`config.mk`:
```
export PLATFORM = sky130hd
export DESIGN_NAME = descriptor_top
export DESIGN_NICKNAME = d
export VERILOG_FILES = /design/src/common/descriptor_pkg.sv /design/src/common/bin_stream_if.sv /design/src/common/grad_stream_if.sv /design/src/descriptor/descriptor_top.sv /design/src/descriptor/histogram_accumulator.sv /design/src/descriptor/orientation_binner.sv /design/src/descriptor/patch_scanner.sv
export SDC_FILE = /design/constraint.sdc
export NUM_CORES = 1
export LEC_CHECK = 0
export ABC_AREA = 1
export BUFFER_PORTS_ARGS = -buffer_cell sky130_fd_sc_hd__buf_2
export CAP_MARGIN = 30
export CORE_UTILIZATION = 55
export CTS_CLUSTER_DIAMETER = 200
export CTS_CLUSTER_SIZE = 20
export DETAILED_ROUTE_END_ITERATION = 10
export PLACE_DENSITY = 0.77
export SLEW_MARGIN = 20
export SYNTH_ARGS = -nofsm -noshare
export SYNTH_HDL_FRONTEND = slang
export SYNTH_HIERARCHICAL = 1
export SYNTH_SLANG_ARGS = --single-unit
```
`constraint.sdc`:
```
create_clock -name clk -period 2.55 [get_ports clk]
set_input_delay 0.51 -clock clk [delete_from_list [all_inputs] [get_ports clk]]
set_output_delay 0.51 -clock clk [all_outputs]
set_load 0.01 [all_outputs]
```
`src/common/descriptor_pkg.sv`:
```
`default_nettype none

package descriptor_pkg;

  // image geometry, one octave only
  localparam int img_dim = 16;
  localparam int coord_w = $clog2(img_dim);

  // patch around a keypoint, split into 2x2 subpatches
  localparam int patch_size = 4;
  localparam int sub_size = 2;
  localparam int half_patch = patch_size / 2;

  // highest legal patch origin on either axis
  localparam int max_origin = img_dim - patch_size;

  // pixel counter walks all 16 patch pixels
  localparam int pix_per_kp = patch_size * patch_size;
  localparam int pix_w = $clog2(pix_per_kp);

  // signed gradient samples
  localparam int grad_w = 8;

  // gradient memory address is {level, y, x}
  localparam int grad_addr_w = 1 + 2 * coord_w;

  // orientation histogram
  localparam int num_bins = 8;
  localparam int bin_w = $clog2(num_bins);

  // one count per bin, at most sub_size*sub_size = 4 hits
  localparam int max_count = sub_size * sub_size;
  localparam int count_w = $clog2(max_count + 1);

  // bin 0 in the low bits, higher bins above it
  localparam int desc_w = num_bins * count_w;

endpackage

`default_nettype wire
```
`src/common/bin_stream_if.sv`:
```
`timescale 1ns/1ps
`default_nettype none

interface bin_stream_if;
  import descriptor_pkg::*;

  logic valid;
  logic ready;
  logic [bin_w-1:0] bin;
  // low when gx and gy are both zero
  logic has_bin;
  logic sub_last;
  logic kp_last;

  modport src (output valid, bin, has_bin, sub_last, kp_last, input ready);
  modport snk (input valid, bin, has_bin, sub_last, kp_last, output ready);

endinterface

`default_nettype wire

```
`src/common/grad_stream_if.sv`:
```
`timescale 1ns/1ps
`default_nettype none

interface grad_stream_if;
  import descriptor_pkg::*;

  logic valid;
  logic ready;
  logic signed [grad_w-1:0] gx;
  logic signed [grad_w-1:0] gy;
  // fourth pixel of a subpatch
  logic sub_last;
  // sixteenth pixel of the keypoint
  logic kp_last;

  modport src (output valid, gx, gy, sub_last, kp_last, input ready);
  modport snk (input valid, gx, gy, sub_last, kp_last, output ready);

endinterface

`default_nettype wire

```
`src/descriptor/descriptor_top.sv`:
```
`timescale 1ns/1ps
`default_nettype none

module descriptor_top (
  input  logic clk,
  input  logic rst_in,

  // keypoint stream
  input  logic kp_valid,
  output logic kp_ready,
  input  logic [descriptor_pkg::coord_w-1:0] kp_x,
  input  logic [descriptor_pkg::coord_w-1:0] kp_y,
  input  logic kp_level,

  // external gradient memory, one cycle read latency
  output logic grad_rd,
  output logic [descriptor_pkg::grad_addr_w-1:0] grad_addr,
  input  logic signed [descriptor_pkg::grad_w-1:0] grad_x,
  input  logic signed [descriptor_pkg::grad_w-1:0] grad_y,

  // descriptor words, four per keypoint
  output logic desc_valid,
  input  logic desc_ready,
  output logic [descriptor_pkg::desc_w-1:0] desc_data,
  output logic desc_last
);

  grad_stream_if grad_s ();
  bin_stream_if bin_s ();

  patch_scanner u_scanner (
    .clk       (clk),
    .rst_in    (rst_in),
    .kp_valid  (kp_valid),
    .kp_ready  (kp_ready),
    .kp_x      (kp_x),
    .kp_y      (kp_y),
    .kp_level  (kp_level),
    .grad_rd   (grad_rd),
    .grad_addr (grad_addr),
    .grad_x    (grad_x),
    .grad_y    (grad_y),
    .out       (grad_s.src)
  );

  orientation_binner u_binner (
    .clk    (clk),
    .rst_in (rst_in),
    .in     (grad_s.snk),
    .out    (bin_s.src)
  );

  histogram_accumulator u_accum (
    .clk        (clk),
    .rst_in     (rst_in),
    .in         (bin_s.snk),
    .desc_valid (desc_valid),
    .desc_ready (desc_ready),
    .desc_data  (desc_data),
    .desc_last  (desc_last)
  );

endmodule

`default_nettype wire

```
`src/descriptor/histogram_accumulator.sv`:
```
`timescale 1ns/1ps
`default_nettype none

module histogram_accumulator (
  input  logic clk,
  input  logic rst_in,
  bin_stream_if.snk in,
  output logic desc_valid,
  input  logic desc_ready,
  output logic [descriptor_pkg::desc_w-1:0] desc_data,
  output logic desc_last
);
  import descriptor_pkg::*;

  logic [count_w-1:0] counts [num_bins];
  logic [count_w-1:0] counts_next [num_bins];
  logic [desc_w-1:0] word_next;
  logic take;

  // stall only while a finished word sits unaccepted
  assign in.ready = !desc_valid || desc_ready;
  assign take = in.valid && in.ready;

  // counts with the current pixel folded in
  always_comb begin
    for (int i = 0; i < num_bins; i++) begin
      counts_next[i] = counts[i];
      if (in.has_bin && in.bin == bin_w'(i)) begin
        counts_next[i] = counts[i] + 1'b1;
      end
      word_next[i*count_w +: count_w] = counts_next[i];
    end
  end

  always_ff @(posedge clk) begin
    if (rst_in) begin
      for (int i = 0; i < num_bins; i++) begin
        counts[i] <= '0;
      end
    end else if (take) begin
      // restart from zero for the next subpatch
      for (int i = 0; i < num_bins; i++) begin
        counts[i] <= in.sub_last ? '0 : counts_next[i];
      end
    end
  end

  always_ff @(posedge clk) begin
    if (rst_in) begin
      desc_valid <= 1'b0;
    end else if (take && in.sub_last) begin
      desc_valid <= 1'b1;
    end else if (desc_ready) begin
      desc_valid <= 1'b0;
    end
  end

  always_ff @(posedge clk) begin
    if (take && in.sub_last) begin
      desc_data <= word_next;
      desc_last <= in.kp_last;
    end
  end

  // a subpatch has only four pixels
  for (genvar g = 0; g < num_bins; g++) begin : g_count_chk
    a_count_max: assert property (@(posedge clk) disable iff (rst_in)
      counts[g] <= count_w'(max_count));
  end

endmodule

`default_nettype wire

```
`src/descriptor/orientation_binner.sv`:
```
`timescale 1ns/1ps
`default_nettype none

module orientation_binner (
  input logic clk,
  input logic rst_in,
  grad_stream_if.snk in,
  bin_stream_if.src out
);
  import descriptor_pkg::*;

  logic [1:0] quad;
  logic half;
  logic nonzero;
  logic [grad_w-1:0] mag_x;
  logic [grad_w-1:0] mag_y;

  // one-entry stage, take a new sample when empty or draining
  assign in.ready = !out.valid || out.ready;

  // magnitude of -128 is 128, which still fits unsigned
  assign mag_x = in.gx[grad_w-1] ? grad_w'(-in.gx) : grad_w'(in.gx);
  assign mag_y = in.gy[grad_w-1] ? grad_w'(-in.gy) : grad_w'(in.gy);

  assign nonzero = (in.gx != 0) || (in.gy != 0);

  always_comb begin
    if (in.gx > 0 && in.gy >= 0) begin
      quad = 2'd0;
    end else if (in.gx <= 0 && in.gy > 0) begin
      quad = 2'd1;
    end else if (in.gx < 0 && in.gy <= 0) begin
      quad = 2'd2;
    end else begin
      quad = 2'd3;
    end
  end

  // odd quadrants compare the other way round
  assign half = quad[0] ? (mag_x > mag_y) : (mag_y > mag_x);

  always_ff @(posedge clk) begin
    if (rst_in) begin
      out.valid <= 1'b0;
    end else if (in.valid && in.ready) begin
      out.valid <= 1'b1;
    end else if (out.ready) begin
      out.valid <= 1'b0;
    end
  end

  always_ff @(posedge clk) begin
    if (in.valid && in.ready) begin
      out.bin <= {quad, half};
      out.has_bin <= nonzero;
      out.sub_last <= in.sub_last;
      out.kp_last <= in.kp_last;
    end
  end

  a_out_hold: assert property (@(posedge clk) disable iff (rst_in)
    (out.valid && !out.ready) |=>
      (out.valid && $stable(out.bin) && $stable(out.has_bin) &&
       $stable(out.sub_last) && $stable(out.kp_last)));

endmodule

`default_nettype wire

```
`src/descriptor/patch_scanner.sv`:
```
`timescale 1ns/1ps
`default_nettype none

module patch_scanner (
  input  logic clk,
  input  logic rst_in,
  input  logic kp_valid,
  output logic kp_ready,
  input  logic [descriptor_pkg::coord_w-1:0] kp_x,
  input  logic [descriptor_pkg::coord_w-1:0] kp_y,
  input  logic kp_level,
  output logic grad_rd,
  output logic [descriptor_pkg::grad_addr_w-1:0] grad_addr,
  input  logic signed [descriptor_pkg::grad_w-1:0] grad_x,
  input  logic signed [descriptor_pkg::grad_w-1:0] grad_y,
  grad_stream_if.src out
);
  import descriptor_pkg::*;

  logic busy;
  logic kp_take;
  logic [coord_w-1:0] org_x;
  logic [coord_w-1:0] org_y;
  logic lvl;
  logic [pix_w-1:0] pix_cnt;
  logic [pix_w-1:0] slot_idx;
  logic rd_pending;
  logic held;
  logic slot_full;
  logic signed [grad_w-1:0] hold_gx;
  logic signed [grad_w-1:0] hold_gy;
  logic [coord_w-1:0] row;
  logic [coord_w-1:0] col;

  // origin is coord - 2, kept inside 0..12
  function automatic logic [coord_w-1:0] clamp_origin(input logic [coord_w-1:0] c);
    if (c < coord_w'(half_patch)) begin
      return '0;
    end else if (c > coord_w'(max_origin + half_patch)) begin
      return coord_w'(max_origin);
    end
    return c - coord_w'(half_patch);
  endfunction

  assign kp_ready = !busy;
  assign kp_take = kp_valid && kp_ready;

  // slot holds either the sample returning now or one that stalled earlier
  assign slot_full = rd_pending || held;

  // read only if the slot is free on the next cycle
  assign grad_rd = busy && (!slot_full || out.ready);

  // cnt[3:2] picks the subpatch, cnt[1:0] the pixel inside it, row-major
  assign row = org_y + coord_w'({pix_cnt[3], pix_cnt[1]});
  assign col = org_x + coord_w'({pix_cnt[2], pix_cnt[0]});
  assign grad_addr = {lvl, row, col};

  assign out.valid = slot_full;
  assign out.gx = held ? hold_gx : grad_x;
  assign out.gy = held ? hold_gy : grad_y;
  assign out.sub_last = (slot_idx[1:0] == 2'b11);
  assign out.kp_last = &slot_idx;

  always_ff @(posedge clk) begin
    if (rst_in) begin
      busy <= 1'b0;
      pix_cnt <= '0;
      rd_pending <= 1'b0;
      held <= 1'b0;
    end else begin
      if (kp_take) begin
        busy <= 1'b1;
      end else if (grad_rd && (&pix_cnt)) begin
        busy <= 1'b0;
      end
      if (grad_rd) begin
        pix_cnt <= pix_cnt + 1'b1;
      end
      rd_pending <= grad_rd;
      // memory data lasts one cycle, so park it if the binner stalls
      if (rd_pending && !out.ready) begin
        held <= 1'b1;
      end else if (out.ready) begin
        held <= 1'b0;
      end
    end
  end

  always_ff @(posedge clk) begin
    if (kp_take) begin
      org_x <= clamp_origin(kp_x);
      org_y <= clamp_origin(kp_y);
      lvl <= kp_level;
    end
    if (grad_rd) begin
      slot_idx <= pix_cnt;
    end
    if (rd_pending && !out.ready) begin
      hold_gx <= grad_x;
      hold_gy <= grad_y;
    end
  end

  a_addr_in_patch: assert property (@(posedge clk) disable iff (rst_in)
    grad_rd |->
      (org_x <= coord_w'(max_origin)) && (org_y <= coord_w'(max_origin)) &&
      (grad_addr[coord_w-1:0] >= org_x) &&
      (grad_addr[coord_w-1:0] <= org_x + coord_w'(patch_size - 1)) &&
      (grad_addr[2*coord_w-1:coord_w] >= org_y) &&
      (grad_addr[2*coord_w-1:coord_w] <= org_y + coord_w'(patch_size - 1)));

endmodule

`default_nettype wire

```
; Yosys cells after proc, flatten, opt, wreduce, memory -nomap -nowiden
; Memory sizes are Yosys's and may differ from the RTL's.
; Cells that the tools add are included.
[op_classes]
n_addsub = 15
order_cmp = 12
n_eq_ne = 8
n_mux = 57
bitwise_logic = 8
n_reduce_logical = 38
[ops]
columns = cell, count
row1 = 3-bit two-way mux, 24
row2 = 32-bit nonzero test, 2
row3 = 8-bit two-way mux, 4
row4 = "3-bit by 1-bit adder with 3-bit output, second input constant", 8
row5 = 4-bit two-way mux, 6
row6 = 1-bit two-way mux, 23
row7 = 1-bit logical AND, 18
row8 = "8-bit by 1-bit > comparator with 1-bit output, second input constant", 2
row9 = 8-bit > comparator, 2
row10 = "8-bit by 1-bit <= comparator with 1-bit output, second input constant", 2
row11 = 8-bit negation, 2
row12 = "3-bit == test, second input constant", 4
row13 = 4-bit by 2-bit adder with 4-bit output, 2
row14 = "8-bit by 1-bit greater-or-equal comparator with 1-bit output, second input constant", 1
row15 = "4-bit > comparator, second input constant", 2
row16 = "4-bit by 2-bit < comparator with 1-bit output, second input constant", 2
row17 = "8-bit by 1-bit < comparator with 1-bit output, second input constant", 1
row18 = 1-bit bitwise OR, 8
row19 = 4-bit AND reduction, 2
row20 = 2-bit nonzero test, 4
row21 = "4-bit by 2-bit subtractor with 4-bit output, second input constant", 2
row22 = "3-bit by 2-bit == test with 1-bit output, second input constant", 2
row23 = 1-bit zero test, 5
row24 = 1-bit logical OR, 5
row25 = 5 further kinds, 5
[word_totals]
ff_bits = 69
mem_bits_rw = 24
input_bits = 29
out_inout_bits = 37
elab_cells = 158
mem_count = 1
[memory_table]
columns = memory, words, width, read_ports, rd_ports_with_merged_regs, wr, line_no
row1 = u_accum.counts, 8, 3, 8, 0, 8, histogram_accumulator.sv:15  ; logic [count_w-1:0] counts [num_bins];

; Depth between registers and ports, before layout
[logic_depth]
word_depth = 8
depth_mapped = 20
ltp_nobuf = 19

; Cells and area by module
; The synthesis kept the hierarchy.
[by_module_without_submodules]
columns = module, n_inst, cells_each, area_each_um2, seq_area_each_um2
row1 = histogram_accumulator, 1, 249, 2383.5, 1491.4
row2 = patch_scanner, 1, 181, 1780.5, 1011.0
row3 = orientation_binner, 1, 119, 800.8, 200.2

; Worst setup path after synthesis
; No wires, ideal clock.
[synth_path]
path_type = register -> register
start = reg u_scanner.held
end = reg u_binner.out.bin[0] (data pin)
setup_time_ns = 0.253
t_arrival_ns = 2.067
t_required_ns = 2.297
slack_ns = 0.230
stages_incl_launch_ff = 21
path_buffers = 2
synth_period_minus_slack_ns = 2.320
path_cell_list = dfxtp_1 buf_6 inv_8 buf_2 nand2_1 nand2_1 inv_1 ha_1 nand2_1 nor2_1 nand2_1 nand2_1 xnor2_1 ha_1 nand2_1 nor2_1 nand2_1 nand2_1 inv_1 nand2_1 nand2_1
[synth_between]
elab_chain_cells = 7
word_cells_on_any_way = 21
cone_classes = add/sub: 2 / order compare: 8 / mux: 8 / reduce/logical: 3
[synth_rtl]
columns = item, line_no
row1 = start: declaration, patch_scanner.sv:28  ; logic held;
row2 = start signal: assignment, patch_scanner.sv:70  ; held <= 1'b0;
row3 = start signal: assignment, patch_scanner.sv:83  ; held <= 1'b1;
row4 = start signal: assignment, patch_scanner.sv:85  ; held <= 1'b0;
row5 = 8-bit two-way mux (*), patch_scanner.sv:61  ; assign out.gy = held ? hold_gy : grad_y;
row6 = via grad_s.gy[0], grad_stream_if.sv:10  ; logic signed [grad_w-1:0] gy;
row7 = "parallel branches: the longest is 5 deep, another holds 8-bit negation", --
row8 = 1-bit two-way mux (*), orientation_binner.sv:40  ; assign half = quad[0] ? (mag_x > mag_y) : (mag_y > mag_x);
row9 = via u_binner.half, orientation_binner.sv:13  ; logic half;
row10 = end signal: assignment, orientation_binner.sv:54  ; out.bin <= {quad, half};
row11 = end: declaration, bin_stream_if.sv:15  ; modport src (output valid, bin, has_bin, sub_last, kp_last, input ready);
; Mark *: on every way through the listed nets, which the timed path passes.
; A chain may end at the register's enable or synchronous reset.

; Worst setup path after layout
[layout_path]
start = reg u_scanner.held
end = reg u_binner.out.bin[0] (data pin)
[layout_between]
elab_chain_cells = 7
word_cells_on_any_way = 21
cone_classes = add/sub: 2 / order compare: 8 / mux: 8 / reduce/logical: 3
[layout_rtl]
columns = item, line_no
row1 = 8-bit two-way mux (*), patch_scanner.sv:60  ; assign out.gx = held ? hold_gx : grad_x;
row2 = via grad_s.gx[0], grad_stream_if.sv:9  ; logic signed [grad_w-1:0] gx;
row3 = "parallel branches: the longest is 5 deep, another holds 8-bit negation", --
row4 = 1-bit two-way mux (*), orientation_binner.sv:40
row5 = via u_binner.half, orientation_binner.sv:13
; Marked as above.

==> results.cfg <==
[global_route]
first_pass_grt_wire_length_mm = 14.55
grt_max_degree = 26
grt_pass1_vias = 3432
gr-total-overflow = 0
grtUsageTotal = 0.1926
initial_antenna_violation_count = 0

[pwr]
power.total_mw = 3.214
leakagePower_nw = 2.651
worst_ir_drop_vdd_mv = 0.3911
cellPowerDensity_nw_per_um2 = 563.0

[worst_setup_path]
cpMostUsedCell = sky130_fd_sc_hd__nand2_1
critical_path_at_ps = 2470
startpoint_to_endpoint_class_of_the_critical_path = reg2reg
worstRegToRegCells = 18
crit_path_max_fanout = 17
category_of_the_worst_setup_path_capture_point = flop
cp.required_ps = 2670
critical-path-max-stage-delay_ps = 350
kind_of_start_point_of_the_critical_path = flop
crit_chain = buf_12 -> inv_8 -> nand2_1 -> nand2_1 -> inv_1 -> ha_2 -> nand3_4 -> o21ai_2 -> xnor2_1 -> inv_1 -> ha_1 -> nand2_1 -> nor2_2 -> nand2_1 -> nand2_1 -> inv_1 -> nand2_1 -> nand2_1
crit_slowest_cell = sky130_fd_sc_hd__dfxtp_2

[routing]
avgRoutedWirePerCell_um = 11.87
post_drt_via_cell_ratio = 5.005
firstDrtPassIters = 4
drt_iter0_markers = 122
met2_wirelength_mm = 4.488
num_vias = 3714
met3_wirelength_um = 342
drt_wirelength_mm = 8.809
met1_length_mm = 3.826
route.detailed.drc = 0
maxUsedRoutingLayer = met4
drt.antenna.violating_nets = 0

[yosys]
syn-cell-area_um2 = 4965
post_synth_edffs = 84
area_contributors_post_synth = sky130_fd_sc_hd__edfxtp_1, sky130_fd_sc_hd__nand2_1, sky130_fd_sc_hd__ha_1
post-synth-top-area-cell = sky130_fd_sc_hd__edfxtp_1
ffs_latches_synth = 93
synth_fp_nets = 605
yosysTopAreaCellShare = 0.5081
yosys_warnings = 6
most_frequently_used_flop_master_after_synthesis = sky130_fd_sc_hd__edfxtp_1
synthMostInstantiatedCell = sky130_fd_sc_hd__nand2_1
syn_avg_cell_area_um2 = 9.043
synth_seq_area_share = 0.5444
ys_async_sr_fraction = 0
post_synth_inst_count = 549
ys_types = 33
synth.cells.most_frequent = sky130_fd_sc_hd__nand2_1, sky130_fd_sc_hd__edfxtp_1, sky130_fd_sc_hd__inv_1

[clocking]
clock_insertion_delay_worst_skew_ps = 360
cts_num_sinks = 93
cts_root_buffer = sky130_fd_sc_hd__clkbuf_8
clk_pin_slew_ps = 90
max-clock-path-buffers = 2
numCtsBuffers = 9
cts_tree = yes
h_tree_lvl_count = 3

[floorplanning]
design.core.area_um2 = 8721
die_height_um = 97.01
floorplan.io_pins = 66
die-area_um2 = 9411
fp.dieW_um = 97.01
start_util = 0.5693
rows = 34

[layout]
num_antenna_cells = 0
area_growth_pct = 14.97
finalNonFillerCells = 742
fin_area_um2 = 5708
drive_gt1_frac = 0.1924
filler_cell_count = 674
num-nets-final = 685

[timing]
maximum_achievable_frequency_mhz = 425.5
final-hold-violation-count = 0
finalCriticalPeriod_ps = 2350
slew_viol_final = 0
finalSetupViolCount = 0
fin_crit_sh = 0.9217
slew_worst_pin_ps = 579.2
hold-worst-slack_ps = 328.9
max-slew-margin-rel = 0.6139
totalNegativeSetupSlack_ps = 0
worst_clock_skew_ps = 12.01
unrepaired_setup_endpoints_after_global_routing = no

[min_path]
hold_path_depth = 1
holdCritPathClass = in2reg

[run_status]
outcome = finished, final reports clean

[place]
placed_cells_incl_taps = 722
buffer_ports.inserted = 65
place.detailed.hpwl_mm = 6.465
post_detailed_placement_cell_area_um2 = 5440
place_congestion = 0.8963

[job]
max_cap_violations = 0
## cell usage in the layout, fill, tap and decap left out, drive strengths merged, types with 2 or more instances in the layout
master  count
xnor2       8
edfxtp     84
nor3        3
bufinv      2
nor2       44
a21oi      29
dfxtp       9
buf        75
xor2        7
nand2     210
inv        88
fa          2
o21ai      14
ha         25
nand3      10
clkinv      2
nand4       6
clkbuf     10
## sequential cells by signal, summed over array words and instances, names as in the netlist, 3 cells and up
| register | flops |
|---|---|
| u_accum/counts | 24 |
| u_accum/desc_data | 24 |
| u_binner/out.bin | 3 |
| u_scanner/hold_gx | 8 |
| u_scanner/hold_gy | 8 |
| u_scanner/org_x | 4 |
| u_scanner/org_y | 4 |
| u_scanner/pix_cnt | 4 |
| u_scanner/slot_idx | 4 |
## cell type report
| type | count | area [um^2] | share of cell area |
|---|---|---|---|
| flip-flops and latches | 93 | 2704 | 0.4737 |
| inverters | 87 | 334.1 | 0.05853 |
| clock buffers | 10 | 127.6 | 0.02236 |
| multi-input cells | 363 | 1909 | 0.3345 |
| repair buffers | 75 | 412.9 | 0.07234 |
| clock inverters | 6 | 85.08 | 0.01491 |
| well taps | 108 | 135.1 | 0.02367 |
## where the power goes
group          internal (mW)  leakage, nW  switching [mW]
logic                  0.146         1.67           0.236
clock network          0.552        0.104           0.526
registers               1.72        0.874          0.0334
total                   2.42         2.65           0.795
## per-stage QoR
stage               setup WS, ps    util
floorplan                  230.3       -
finish                     199.6  0.6545
global route               2.659  0.6545
CTS                        85.86  0.6482
detailed placement         52.51  0.6238
global placement           124.7  0.6238
## final timing paths
check | from | to | slack [ps]
min | kp_level | u_scanner/lvl | 330
max reg2reg | u_scanner/held | u_binner/out.bin[0] | 200
min reg2reg | u_binner/out.kp_last | u_accum/desc_last | 450
max | u_scanner/held | u_binner/out.bin[0] | 200
## kinds of logic (layout without fill, tap and decap cells)
kind of cell / after synthesis / after routing / synth area share
and+or+nand+nor: 276 / 276 / 0.2314
AOI/OAI and AO/OA: 45 / 45 / 0.05041
DFF: 93 / 93 / 0.5444
adders and majority gates: 27 / 27 / 0.07107
buffers and inverters: 93 / 178 / 0.07636
xor gates and xnor gates: 15 / 15 / 0.02646
## what timing repair did
action                                  4_1_cts  5_1_grt
setup buffers                                 0        4
resized for setup                             0       10
hold buffers                                  0        0
endpoints found under the setup margin        0        1
## worst max-delay path, delay by kind of cell (launching register included)
family	cells	cell delay, ps
AND/OR/NAND/NOR	9	600
adder cells (fa/ha/maj)	2	500
buffers and inverters	5	390
flip-flops	1	350
AO/OA/AOI/OAI	1	130
XOR/XNOR	1	130
## routing by layer
layer | vias up | global-route usage
met2 | 91 | 0.3451
met4 | 0 | 0.07807
li1 | 1922 | -
met3 | 14 | 0.03324
met5 | - | 0
met1 | 1687 | 0.2284
No activity file was read; power rests on OpenSTA's default activity.
